===== config.mk =====
export PLATFORM = sky130hd
export DESIGN_NAME = rf_read_mux
export DESIGN_NICKNAME = d
export VERILOG_FILES = /design/src/design/rf_pkg.sv /design/src/design/rf_read_mux.sv
export VERILOG_INCLUDE_DIRS = /design/src /design/src/include
export SDC_FILE = /design/constraint.sdc
export NUM_CORES = 1
export LEC_CHECK = 0
export ABC_AREA = 1
export BUFFER_PORTS_ARGS = -buffer_cell sky130_fd_sc_hd__buf_2
export CAP_MARGIN = 25
export CORE_AREA = 2 2 130 132
export DETAILED_ROUTE_END_ITERATION = 6
export DIE_AREA = 0 0 132 134
export SKIP_CTS_REPAIR_TIMING = 1
export SLEW_MARGIN = 20
export SYNTH_ARGS = -nofsm -noshare
export SYNTH_HDL_FRONTEND = slang
export SYNTH_SLANG_ARGS = --single-unit

===== constraint.sdc =====
create_clock -name Clk -period 1.9 [get_ports Clk]
set_clock_uncertainty 0.15 [all_clocks]
set_input_delay 0.19 -clock Clk [delete_from_list [all_inputs] [get_ports Clk]]
set_output_delay 0.19 -clock Clk [all_outputs]
set_load 0.01 [all_outputs]

===== src/include/rf_macros.svh =====
// register file macros: widths, register counts and fixed register numbers
`ifndef RF_MACROS_SVH
`define RF_MACROS_SVH

// data and address widths
`define RF_WORD_W 32
`define RF_ADDR_W 5
`define RF_BYTE_W 8

// bank sizes
`define RF_NREGS 32
`define RF_NPAIRS 16 // float pairs, even register numbers only

// registers with a fixed role
`define RF_RA_IDX 31 // return address, target of jal
`define RF_FP_IDX 30 // frame pointer, bit 0 is the fp flag

`endif

===== src/design/rf_pkg.sv =====
// register file package: vector types shared by the banks, decoder and read mux
`default_nettype none

`include "rf_macros.svh"

package rf_pkg;

	// one integer or float register
	typedef logic [`RF_WORD_W-1:0] word_t;

	// float pair or hi/lo, msw in the upper half
	typedef logic [2*`RF_WORD_W-1:0] dword_t;

	// register number as seen on the address ports
	typedef logic [`RF_ADDR_W-1:0] reg_addr_t;

	// float pair number, register number without bit 0
	typedef logic [$clog2(`RF_NPAIRS)-1:0] pair_idx_t;

endpackage

`default_nettype wire


===== src/design/rf_read_mux.sv =====
// read mux: picks integer or float data per read mode and registers the outputs
`default_nettype none

`include "rf_macros.svh"

module rf_read_mux (
	input wire logic              Clk,
	input wire logic              rst_i,
	input wire rf_pkg::reg_addr_t rs_addr_i,
	input wire rf_pkg::reg_addr_t rt_addr_i,
	input wire logic              float_read_i,
	input wire logic              store_fp_i,
	input wire logic              store_byte_i,
	input wire rf_pkg::word_t     int_rs_i,
	input wire rf_pkg::word_t     int_rt_i,
	input wire rf_pkg::dword_t    fp_rs_i,
	input wire rf_pkg::dword_t    fp_rt_i,
	output rf_pkg::word_t         rs_data_o,
	output rf_pkg::word_t         rs_msw_o,
	output rf_pkg::word_t         rt_data_o,
	output rf_pkg::word_t         rt_msw_o
);

	rf_pkg::word_t rt_byte; // sb source, low byte only
	logic          rs_even;
	logic          rt_even;

	assign rt_byte = rf_pkg::word_t'(int_rt_i[`RF_BYTE_W-1:0]);
	assign rs_even = !rs_addr_i[0];
	assign rt_even = !rt_addr_i[0];

	always_ff @(posedge Clk) begin
		if (rst_i) begin
			rs_data_o <= '0;
			rs_msw_o  <= '0;
			rt_data_o <= '0;
			rt_msw_o  <= '0;
		end else if (store_fp_i) begin
			// base address from the integer bank, value from the float bank
			rs_data_o <= int_rs_i;
			if (rt_even) begin
				rt_msw_o  <= fp_rt_i[2*`RF_WORD_W-1:`RF_WORD_W];
				rt_data_o <= fp_rt_i[`RF_WORD_W-1:0];
			end
		end else if (float_read_i) begin
			if (rs_even) begin
				rs_msw_o  <= fp_rs_i[2*`RF_WORD_W-1:`RF_WORD_W];
				rs_data_o <= fp_rs_i[`RF_WORD_W-1:0];
			end
			if (rt_even) begin
				rt_msw_o  <= fp_rt_i[2*`RF_WORD_W-1:`RF_WORD_W];
				rt_data_o <= fp_rt_i[`RF_WORD_W-1:0];
			end
		end else begin
			rs_data_o <= int_rs_i;
			rt_data_o <= store_byte_i ? rt_byte : int_rt_i;
			// msw outputs keep the last float value
		end
	end

	a_msw_hold: assert property (
		@(posedge Clk) disable iff (rst_i)
		(!store_fp_i && !float_read_i) |=> ($stable(rs_msw_o) && $stable(rt_msw_o))
	);

endmodule

`default_nettype wire


==> results by group, run 1 <==
Place
  • Buffers on Ports: 326
  • Placer Congestion: 0.790
  • Worst slack, placed: 0.481 ns
  • Detailed Place HPWL: 12.8 mm

Routing
  • Drt first pass iters: 5
  • Initial DRC count: 448
  • DR DRC count: 0
  • Avg WL per Cell: 14.3 um
  • Post-Route WL: 21.0 mm
  • Vias/cell: 4.69
  • Antenna Nets Post-Route: 0
  • Routed vias: 6907

Die
  • FP Rows: 47
  • Die Y: 134 um
  • Initial Util: 32.8%
  • I/O Pins: 335
  • Area of the core: 16300 sq um
  • Die area: 17700 sq um
  • Die X: 132 um

Final layout
  • Fillers: 1502
  • Nets: 1449
  • Finished Core Util: 59.2%
  • N_diodes: 0
  • Multi-input combinational cell area: 2380 sq um
  • Most frequent cells in the layout: buf_2, dlygate4sd3_1, nand2_1
  • Share of cells above drive strength 1: 31.0%
  • Reg area: 2560 sq um
  • Synthesis-to-finish area growth: 80.5%
  • Commonest non-fill, non-tap cell in the layout: buf_2

Clocking
  • Sink Count: 128
  • H-tree depth: 4
  • Clk Latency, worst-skew pair: 0.41 ns
  • Clock-pin slew on the worst setup and hold paths: 0.06 ns
  • TritonCTS buffer count: 17
  • Clock Tree Buf Depth: 2
  • CTS root buf: clkbuf_16
  • CTS tree: built

Critical path
  • CP Launch Type: input port
  • Crit end category: register
  • Worst Path Required: 2.10 ns
  • Reg2reg end: rt_data_o[18]$_SDFF_PP0_
  • Crit path launch: rt_addr_i[0]
  • Buffer and inverter count on the worst path: 4
  • CP delay by family, top: buffers and inverters
  • Reg2reg path depth: 4
  • Crit path largest cell delay: 0.57 ns
  • Crit path depth: 8
  • Crit-path slowest cell: dlygate4sd3_1
  • Crit-path most repeated cell: nand2_1
  • R2R Path Start: rt_data_o[18]$_SDFF_PP0_
  • R2R setup slack: 0.42 ns
  • Crit path DAT: 1.74 ns
  • Worst Setup EP: rt_data_o[21]$_SDFF_PP0_
  • Critical path class: input port to register
  • CP Cell Sequence: buf_2 > inv_1 > buf_4 > nand2_1 > nand2_1 > nand2_1 > a21oi_1 > dlygate4sd3_1
  • Critical path peak fanout: 32

Global route
  • Initial antenna violation count: 0
  • Gr ovfl total: 0
  • Largest net degree at the start of global routing: 62
  • First-pass GRT wire length: 28.6 mm
  • GR Util All Layers: 20.2%
  • Vias in the first global route: 5498

Power and ir drop
  • LEAKAGE: 0.00498 uW
  • Total power: 8080 uW
  • PD cells: 839 nW/um^2
  • Peak supply drop: 0.560 mV

STA
  • Hold Vio Cnt, Final: 5
  • Final worst setup slack: 0.363 ns
  • Worst Tran Pin Value: 0.566 ns
  • Count of final max-slew check failures: 0
  • Max Clk Rate: 651 MHz
  • Final setup TNS: 0 ns
  • Period utilization: 80.9%
  • Tmin final: 1.54 ns
  • Worst slew margin: 62.2%
  • Final setup fails: 0
  • RSZ-0062 raised after global routing: false
  • WHS: -0.0506 ns

Synth
  • Sequential share of the synthesized area: 48.0%
  • Seq cells post-synth: 128
  • Unique masters post-synth: 18
  • Warning count from the yosys run: 0
  • Mapped Nets: 968
  • Synth Instances: 761
  • Syn Area/Cell: 7.02 sq um
  • Mapped cell area: 5340 sq um

Worst hold path
  • Tightest Hold Check Type: input port to register

Run status
  • Failing checks: negative hold slack
  • Outcome: finished with violations

Flow run
  • Max-cap violations: 0
==> logic make-up (layout without fill, tap and decap cells) <==
kind of cell           count (synthesis)  after routing  share of synthesized area [%]
AO/OA/AOI/OAI                        119            119                           11.5
buffers and inverters                 99            592                           7.38
flip-flops                           128            128                           48.0
AND/OR/NAND/NOR                      415            415                           33.2
==> tightest hold or removal path, cell delays in order <==
cell,delay [ns]
buf_2,0.09
nand2_1,0.05
nand2_1,0.04
nand2_1,0.05
a21oi_1,0.03
==> routing by layer <==
layer / track usage (%) / wire length (um) / vias up
met5: 0 / 0 / -
met3: 6.84 / 1660 / 44
li1: - / - / 3438
met2: 33.7 / 10700 / 307
met4: 9.36 / 564 / 0
met1: 23.3 / 8150 / 3118
==> area by class of cell <==
| cell class | count | area share [%] |
|---|---|---|
| inverters | 39 | 1.52 |
| repair buffers | 522 | 37.2 |
| flip-flops and latches | 128 | 26.6 |
| multi-input cells | 534 | 24.7 |
| clock inverters | 8 | 1.80 |
| well taps | 220 | 2.86 |
| clock buffers | 23 | 5.27 |
==> where the power goes <==
part | switching, uW | internal, uW
sequential | 87.4 | 2870
combinational | 677 | 726
clock | 1190 | 2540
==> synth_stat cells <==
cell,instances,area (sq um)
clkbuf_1,40,150
inv_2,3,11.3
nand3_1,81,405
inv_1,36,135
buf_4,1,7.51
nand4_1,32,200
or2_2,8,50.1
a21boi_0,7,52.6
dfxtp_1,128,2560
nand2_1,162,608
nor2_4,1,11.3
buf_1,4,15.0
nand2_2,2,12.5
o21ai_1,9,45.0
o21ai_0,71,355
buf_2,15,75.1
a21oi_1,32,160
nor2_1,129,484
==> sequential cells by signal (all words and copies together) (netlist names) <==
name and flops:
rs_data_o 32, rt_data_o 32, rt_msw_o 32, rs_msw_o 32
==> worst min-delay path by stage <==
stage,startpoint,to,slack (ns),depth (start not counted)
finish,int_rt_i[29],rt_data_o[29]$_SDFF_PP0_,-0.05,5
floorplan,fp_rt_i[42],rt_msw_o[10]$_SDFFE_PP0P_,0.19,2
global placement,fp_rt_i[35],rt_msw_o[3]$_SDFFE_PP0P_,0.27,3
detailed placement,fp_rt_i[35],rt_msw_o[3]$_SDFFE_PP0P_,0.28,3
global route,fp_rt_i[9],rt_data_o[9]$_SDFF_PP0_,0.0002,5
CTS,fp_rt_i[43],rt_msw_o[11]$_SDFFE_PP0P_,-0.16,3
==> stage by stage <==
step / std cells / instance area (sq um)
after floorplan: 761 / 5340
after global placement: 1264 / 7170
after detailed placement: 1264 / 7170
after CTS: 1295 / 7850
after global routing: 1474 / 9640
final: 1474 / 9640
Power figures use the tool's default switching activity.
==> run 2, diff against run 1 <==
- ABC_AREA: 1 -> 0
- CORE_AREA: 2 2 130 132 -> 2 2 132 134
- DIE_AREA: 0 0 132 134 -> 0 0 134 136
- clock period: 1.9 -> 1.5 ns (I/O delays scaled with it)
==> run 2 against run 1 <==
Effect of this change:
- the flow still finishes with violations (negative hold slack)
- critical path depth is 5 lower
- die area is 3.0% higher
- cell area is 2.7% lower
- sequential power is 26% higher
- combinational power is 19% higher
- clock power is 10% higher
- utilization is 3.6 points lower
- via count is 12% lower
- sequential share of layout area is 0.75 points higher
- synthesized area is 3.7% lower
- critical path type is now register to register
- highest routed layer unchanged
==> results by group, run 2 <==
Critical path
  • R2R setup slack: 0.01 ns (was 0.42 ns)
  • CP Cell Sequence: mux2i_1 > a211oi_1 > dlygate4sd3_1 (was buf_2 > inv_1 > buf_4 > nand2_1 > nand2_1 > nand2_1 > a21oi_1 > dlygate4sd3_1)
  • Critical path peak fanout: 2 (was 32)
  • Crit path DAT: 1.68 ns (was 1.74 ns)
  • Crit-path slowest cell: dlygate4sd3_1 (unchanged)
  • Reg2reg end: rt_data_o[3]$_SDFF_PP0_ (was rt_data_o[18]$_SDFF_PP0_)
  • Worst Setup EP: rt_data_o[3]$_SDFF_PP0_ (was rt_data_o[21]$_SDFF_PP0_)
  • Crit end category: register (unchanged)
  • CP Launch Type: register (was input port)
  • Reg2reg path depth: 3 (was 4)
  • R2R Path Start: rt_data_o[3]$_SDFF_PP0_ (was rt_data_o[18]$_SDFF_PP0_)
  • Crit path largest cell delay: 0.57 ns (about the same)
  • Critical path class: register to register (was input port to register)
  • Crit path launch: rt_data_o[3]$_SDFF_PP0_ (was rt_addr_i[0])
  • Worst Path Required: 1.70 ns (was 2.10 ns)

Power and ir drop
  • Clk pwr share: 43.3% (was 46.1%)
  • LEAKAGE: 0.00444 uW (was 0.00498 uW)
  • Sequential share of power: 39.1% (was 36.5%)
  • Internal Power: 7130 uW (was 6130 uW)
  • Sw Ratio: 24.9% (was 24.2%)
  • Total power: 9490 uW (was 8080 uW)
  • Combinational share of power: 17.6% (was 17.3%)
  • Peak supply drop: 0.751 mV (was 0.560 mV)
  • PD cells: 1010 nW/um^2 (was 839 nW/um^2)
  • Sw Pwr: 2360 uW (was 1960 uW)

Routing
  • DR DRC count: 0 (unchanged)
  • Initial DRC count: 212 (was 448)
  • Avg WL per Cell: 14.5 um (was 14.3 um)
  • Vias/cell: 4.62 (was 4.69)
  • Antenna Nets Post-Route: 0 (unchanged)
  • Routed vias: 6095 (was 6907)
  • Post-Route WL: 19.1 mm (was 21.0 mm)
  • Drt first pass iters: 6 (was 5)

Final layout
  • N_diodes: 0 (unchanged)
  • Most frequent cells in the layout: buf_2, dlygate4sd3_1, nand2_1, dfxtp_1, a21oi_1 (was buf_2, dlygate4sd3_1, nand2_1)
  • Commonest non-fill, non-tap cell in the layout: buf_2 (unchanged)
  • Share of cells above drive strength 1: 34.2% (was 31.0%)
  • Finished Core Util: 55.6% (was 59.2%)
  • Final Instance Area: 9380 sq um (was 9640 sq um)
  • Synthesis-to-finish area growth: 82.2% (was 80.5%)
  • Nets: 1287 (was 1449)
  • Post-Layout Cell Count: 1318 (was 1474)

Die
  • Die X: 134 um (was 132 um)
  • I/O Pins: 335 (unchanged)
  • Die Y: 136 um (was 134 um)
  • Die area: 18200 sq um (was 17700 sq um)
  • Area of the core: 16900 sq um (was 16300 sq um)
  • FP Rows: 48 (was 47)
  • Initial Util: 30.5% (was 32.8%)

Global route
  • First-pass GRT wire length: 25.0 mm (was 28.6 mm)
  • GR Util All Layers: 17.4% (was 20.2%)
  • Gr ovfl total: 0 (unchanged)
  • Initial antenna violation count: 0 (unchanged)
  • Vias in the first global route: 4916 (was 5498)
  • Largest net degree at the start of global routing: 65 (was 62)

Clocking
  • H-tree depth: 4 (unchanged)
  • CTS root buf: clkbuf_16 (unchanged)
  • CTS tree: built (unchanged)
  • TritonCTS buffer count: 17 (unchanged)
  • Clock Tree Buf Depth: 2 (unchanged)
  • Clk Latency, worst-skew pair: 0.41 ns (about the same)
  • Clock-pin slew on the worst setup and hold paths: 0.06 ns (about the same)
  • Sink Count: 128 (unchanged)

Synth
  • FFs w/ async S/R, synth: 0% (unchanged)
  • Mapped cell area: 5140 sq um (was 5340 sq um)
  • Post-synth top area cell: dfxtp_1 (unchanged)
  • Sequential share of the synthesized area: 49.8% (was 48.0%)
  • Mapped Nets: 803 (was 968)
  • Mux cell area share after synthesis: 7.98% (was 0%)
  • Adder-Cell Fraction of Synth Area: 0% (unchanged)
  • Number of enable flip-flop cells after synthesis: 0 (unchanged)
  • Synth Instances: 596 (was 761)
  • Synth Area in Compound Gates: 18.2% (was 11.5%)
  • Synth area leaders: dfxtp_1, a211oi_1, nand2_1 (was dfxtp_1, nand2_1, nor2_1)
  • Xor/xnor share of the synthesized area: 0% (unchanged)
  • Main flop type after synthesis: dfxtp_1 (unchanged)
  • Seq cells post-synth: 128 (unchanged)
  • Syn Area/Cell: 8.63 sq um (was 7.02 sq um)
  • Commonest cells in the netlist: dfxtp_1, nand2_1, a21oi_1 (was nand2_1, nor2_1, dfxtp_1)
  • Largest family of logic cells by synthesized area: compound AO/OA/AOI/OAI gates (was simple AND/OR/NAND/NOR gates)
  • Simple-Gate Fraction of Synth Area: 18.0% (was 33.2%)
  • Synth top area share: 49.8% (was 48.0%)
  • Unique masters post-synth: 19 (was 18)
  • Warning count from the yosys run: 0 (unchanged)

Run status
  • Failing checks: negative hold slack (unchanged)
  • Outcome: finished with violations (unchanged)

STA
  • Tmin final: 1.49 ns
  • WHS: -0.0226 ns (was -0.0506 ns)
  • Count of final max-slew check failures: 0 (unchanged)
  • Worst slew margin: 75.2% (was 62.2%)
  • Max Clk Rate: 673 MHz
  • Worst Tran Pin Value: 0.370 ns (was 0.566 ns)
  • Period utilization: 99.1%
  • Final setup fails: 0 (unchanged)
  • Hold Vio Cnt, Final: 1 (was 5)

Place
  • Dpl cell area: 7030 sq um (was 7170 sq um)
  • Placer Congestion: 0.761 (was 0.790)
  • Placed cell count: 1110 (was 1264)
  • Detailed Place HPWL: 11.9 mm (was 12.8 mm)
  • Buffers on Ports: 326 (unchanged)

Worst hold path
  • Hold Path Depth: 3 (was 5)
  • Tightest Hold Check Type: input port to register (unchanged)

Flow run
  • Max-cap violations: 0 (unchanged)
-- run 2: cell count changes in the layout (fill, tap and decap cells not counted), sizes merged, moves of 38 or more --
cell    change
inv        -38
mux2i      +41
nor2       -89
nand3      -81
o21ai      -80
a211oi     +64
a21oi      +56
-- run 2: routing by layer --
layer	wire, um	share of wire (%)	global-route usage (%)
met2	9510	50	29.5
met4	385	2.0	5.91
met1	7900	41	20.7
met3	1310	6.8	5.63
met5	0	0	0
-- run 2: cells by family after synthesis --
group,after synthesis
DFF,128
AOI/OAI and AO/OA,154
buffers and inverters,54
and+or+nand+nor,219
muxes,41
-- run 2: worst min-delay path by stage --
| stage | start | to | slack (ns) |
|---|---|---|---|
| floorplan | fp_rs_i[32] | rs_msw_o[0]$_SDFFE_PP0P_ | 0.14 |
| global placement | fp_rt_i[39] | rt_msw_o[7]$_SDFFE_PP0P_ | 0.24 |
| detailed placement | fp_rt_i[57] | rt_msw_o[25]$_SDFFE_PP0P_ | 0.25 |
| CTS | fp_rt_i[39] | rt_msw_o[7]$_SDFFE_PP0P_ | -0.19 |
| global route | fp_rs_i[1] | rs_data_o[1]$_SDFFE_PP0P_ | 0.009 |
| finish | fp_rs_i[1] | rs_data_o[1]$_SDFFE_PP0P_ | -0.02 |
-- run 2: worst max-delay path, delay by kind of cell (launching register included) --
family	cells	cell delay [ns]
compound gates	1	0.24
buf+inv	1	0.57
flops	1	0.37
mux	1	0.10
-- run 2: cell type report --
| cell class | count | area [sq um] |
|---|---|---|
| multi-input cells | 414 | 2290 |
| well taps | 225 | 282 |
| fillers | 1491 | 7500 |
| repair buffers | 518 | 3650 |
| flip-flops and latches | 128 | 2560 |
| clock buffers | 21 | 440 |
| inverters | 1 | 3.75 |
| clock inverters | 11 | 140 |
-- run 2: power by group through the flow --
stage / registers, uW / logic (uW) / clock network [uW]
floorplan: 3880 / 539 / 0
global placement: 3770 / 1250 / 0
detailed placement: 3770 / 1260 / 0
CTS: 3710 / 1270 / 4220
global route: 3730 / 1800 / 4370
finish: 3710 / 1670 / 4110
-- run 2: through the flow --
| step | setup slack, ns | hold slack [ns] | TNS [ns] |
|---|---|---|---|
| finish | 0.0131 | -0.0226 | 0 |
| detailed placement | 0.134 | 0.245 | 0 |
| floorplan | 0.240 | 0.136 | 0 |
| CTS | 0.252 | -0.190 | 0 |
| global placement | 0.136 | 0.240 | 0 |
| global route | -0.0728 | 0.00922 | -0.211 |
==> run 3, diff against run 2 <==
- ABC_AREA: 0 -> 1
- CORE_AREA: 2 2 132 134 -> 2 2 129 131
- DIE_AREA: 0 0 134 136 -> 0 0 131 133
- PLACE_DENSITY: unset -> 0.65
==> run 3 against run 2 <==
Effect of this change:
- the run ends with negative hold slack, negative setup slack left
- critical path depth is 2 higher
- first-iteration DRC count increased by 130%
- routed wire length grew 12%
- flip-flop and latch count unchanged
- hold slack got worse by 0.00096 ns
- utilization up 4.8 points
- non-clock buffer count is 17 higher
- die area down 4.4%
- final cell count rose by 13%
- fmax is 2.3% lower
- sequential share of layout area is 1.1 points lower
- critical endpoint is now rt_data_o[17]$_SDFF_PP0_
- largest cell class unchanged
- largest power group unchanged
==> results by group, run 3 (synthesis gave the netlist of run 1 again) <==
Die
  • Initial Util: 33.0% (was 30.5%)
  • Area of the core: 16200 sq um (was 16900 sq um)
  • I/O Pins: 335 (unchanged)
  • Die area: 17400 sq um (was 18200 sq um)
  • Die X: 131 um (was 134 um)
  • FP Rows: 47 (was 48)
  • Die Y: 133 um (was 136 um)

STA
  • Max Clk Rate: 657 MHz (was 673 MHz)
  • Final worst setup slack: -0.0213 ns (was 0.0131 ns)
  • Worst slew margin: 62.1% (was 75.2%)
  • Hold Vio Cnt, Final: 3 (was 1)
  • Final setup fails: 2 (was 0)
  • Tmin final: 1.52 ns (was 1.49 ns)
  • WHS: -0.0236 ns (was -0.0226 ns)
  • Worst Tran Pin Value: 0.567 ns (was 0.370 ns)
  • Final setup TNS: -0.0269 ns (was 0 ns)
  • Period utilization: 101% (was 99.1%)
  • Count of final max-slew check failures: 0 (unchanged)

Critical path
  • Critical path class: input port to register (was register to register)
  • Worst Setup EP: rt_data_o[17]$_SDFF_PP0_ (was rt_data_o[3]$_SDFF_PP0_)
  • Reg2reg path depth: 4 (was 3)
  • Critical path peak fanout: 1 (was 2)
  • Crit path launch: fp_rt_i[17] (was rt_data_o[3]$_SDFF_PP0_)
  • R2R setup slack: 0 ns (was 0.01 ns)
  • Reg2reg end: rt_data_o[17]$_SDFF_PP0_ (was rt_data_o[3]$_SDFF_PP0_)
  • R2R Path Start: rt_data_o[17]$_SDFF_PP0_ (was rt_data_o[3]$_SDFF_PP0_)
  • Crit end category: register (unchanged)
  • Worst Path Required: 1.64 ns (was 1.70 ns)
  • CP Launch Type: input port (was register)
  • Crit path DAT: 1.66 ns (was 1.68 ns)

Clocking
  • H-tree depth: 4 (unchanged)
  • Clk Latency, worst-skew pair: 0.41 ns (about the same)
  • Clock-pin slew on the worst setup and hold paths: 0.06 ns (about the same)
  • Sink Count: 128 (unchanged)
  • CTS tree: built (unchanged)
  • Clock Tree Buf Depth: 2 (unchanged)
  • CTS root buf: clkbuf_16 (unchanged)
  • TritonCTS buffer count: 17 (unchanged)

Place
  • Placed cell count: 1268 (was 1110)
  • Placer Congestion: 0.827 (was 0.761)
  • Dpl cell area: 7250 sq um (was 7030 sq um)
  • Detailed Place HPWL: 12.4 mm (was 11.9 mm)
  • Buffers on Ports: 326 (unchanged)

Global route
  • Initial antenna violation count: 0 (unchanged)
  • First-pass GRT wire length: 27.4 mm (was 25.0 mm)
  • Vias in the first global route: 5520 (was 4916)
  • Gr ovfl total: 0 (unchanged)
  • GR Util All Layers: 19.8% (was 17.4%)
  • Largest net degree at the start of global routing: 60 (was 65)

Final layout
  • Final Instance Area: 9760 sq um (was 9380 sq um)
  • Nets: 1462 (was 1287)
  • Share of cells above drive strength 1: 31.1% (was 34.2%)
  • Post-Layout Cell Count: 1488 (was 1318)
  • Most frequent cells in the layout: buf_2, dlygate4sd3_1, nand2_1 (was buf_2, dlygate4sd3_1, nand2_1, dfxtp_1, a21oi_1)
  • Synthesis-to-finish area growth: 82.6% (was 82.2%)
  • N_diodes: 0 (unchanged)
  • Commonest non-fill, non-tap cell in the layout: buf_2 (unchanged)

Run status
  • Failing checks: negative hold slack, negative setup slack (was negative hold slack)
  • Outcome: finished with violations (unchanged)

Worst hold path
  • Tightest Hold Check Type: input port to register (unchanged)

Routing
  • DR DRC count: 0 (unchanged)
  • Drt first pass iters: 5 (was 6)
  • Vias/cell: 4.71 (was 4.62)
  • Antenna Nets Post-Route: 0 (unchanged)
  • Post-Route WL: 21.3 mm (was 19.1 mm)
  • Initial DRC count: 496 (was 212)
  • Routed vias: 7009 (was 6095)
  • Avg WL per Cell: 14.3 um (was 14.5 um)

Flow run
  • Max-cap violations: 0 (unchanged)

Power and ir drop
  • PD cells: 1020 nW/um^2 (was 1010 nW/um^2)
  • Total power: 9950 uW (was 9490 uW)
  • LEAKAGE: 0.00501 uW (was 0.00444 uW)
  • Peak supply drop: 0.653 mV (was 0.751 mV)
## run 3: cell types whose count changed in the layout (fill, tap and decap cells not counted), moves of 34 or more
cell / change
a211oi_1: -64
a21oi_1: -56
inv_1: +34
mux2i_1: -41
nand2_1: +34
nand3_1: +81
nor2_1: +88
o21ai_0: +71
## run 3: power breakdown
part / internal (uW) / switching [uW] / total, uW
Clock: 2820 / 1560 / 4380
Sequential: 3630 / 108 / 3740
Combinational: 956 / 880 / 1840
## run 3: worst min path at each step
stage                      from  slack [ns]                   endpoint  cells past startpoint
floorplan           fp_rt_i[42]        0.15  rt_msw_o[10]$_SDFFE_PP0P_                      2
detailed placement  fp_rt_i[35]        0.24   rt_msw_o[3]$_SDFFE_PP0P_                      3
CTS                 fp_rt_i[53]       -0.19  rt_msw_o[21]$_SDFFE_PP0P_                      3
finish               fp_rt_i[3]       -0.02    rt_data_o[3]$_SDFF_PP0_                      4
global route         fp_rt_i[3]        0.01    rt_data_o[3]$_SDFF_PP0_                      4
global placement    fp_rt_i[35]        0.24   rt_msw_o[3]$_SDFFE_PP0P_                      3
## run 3: metal layers
metal	GRT usage (%)	wire (um)
met5	0	0
met4	9.46	782
met3	5.54	1590
met2	32.0	10700
met1	24.0	8280
## run 3: layout make-up
| type | instances | area [sq um] |
|---|---|---|
| Clock inverter | 14 | 189 |
| Sequential cell | 128 | 2560 |
| Clock buffer | 18 | 439 |
| Inverter | 39 | 146 |
| Timing Repair Buffer | 535 | 3760 |
| Fill cell | 1365 | 6420 |
| Tap cell | 220 | 275 |
| Multi-Input combinational cell | 534 | 2380 |
## run 3: stage by stage
| stage | setup slack, ns | utilization (%) |
|---|---|---|
| final | -0.0213 | 60.3 |
| after global routing | -0.0663 | 60.3 |
| after CTS | 0.271 | 48.7 |
| after detailed placement | 0.0154 | 44.8 |
| after global placement | 0.0554 | 44.8 |
| after floorplan | 0.340 | - |
## run 3: worst max-delay path, cell delays in order
cell and delay, ns:
dlygate4sd3_1 0.53, buf_2 0.12, a21boi_0 0.21, a21oi_1 0.10
dlygate4sd3_1 0.56
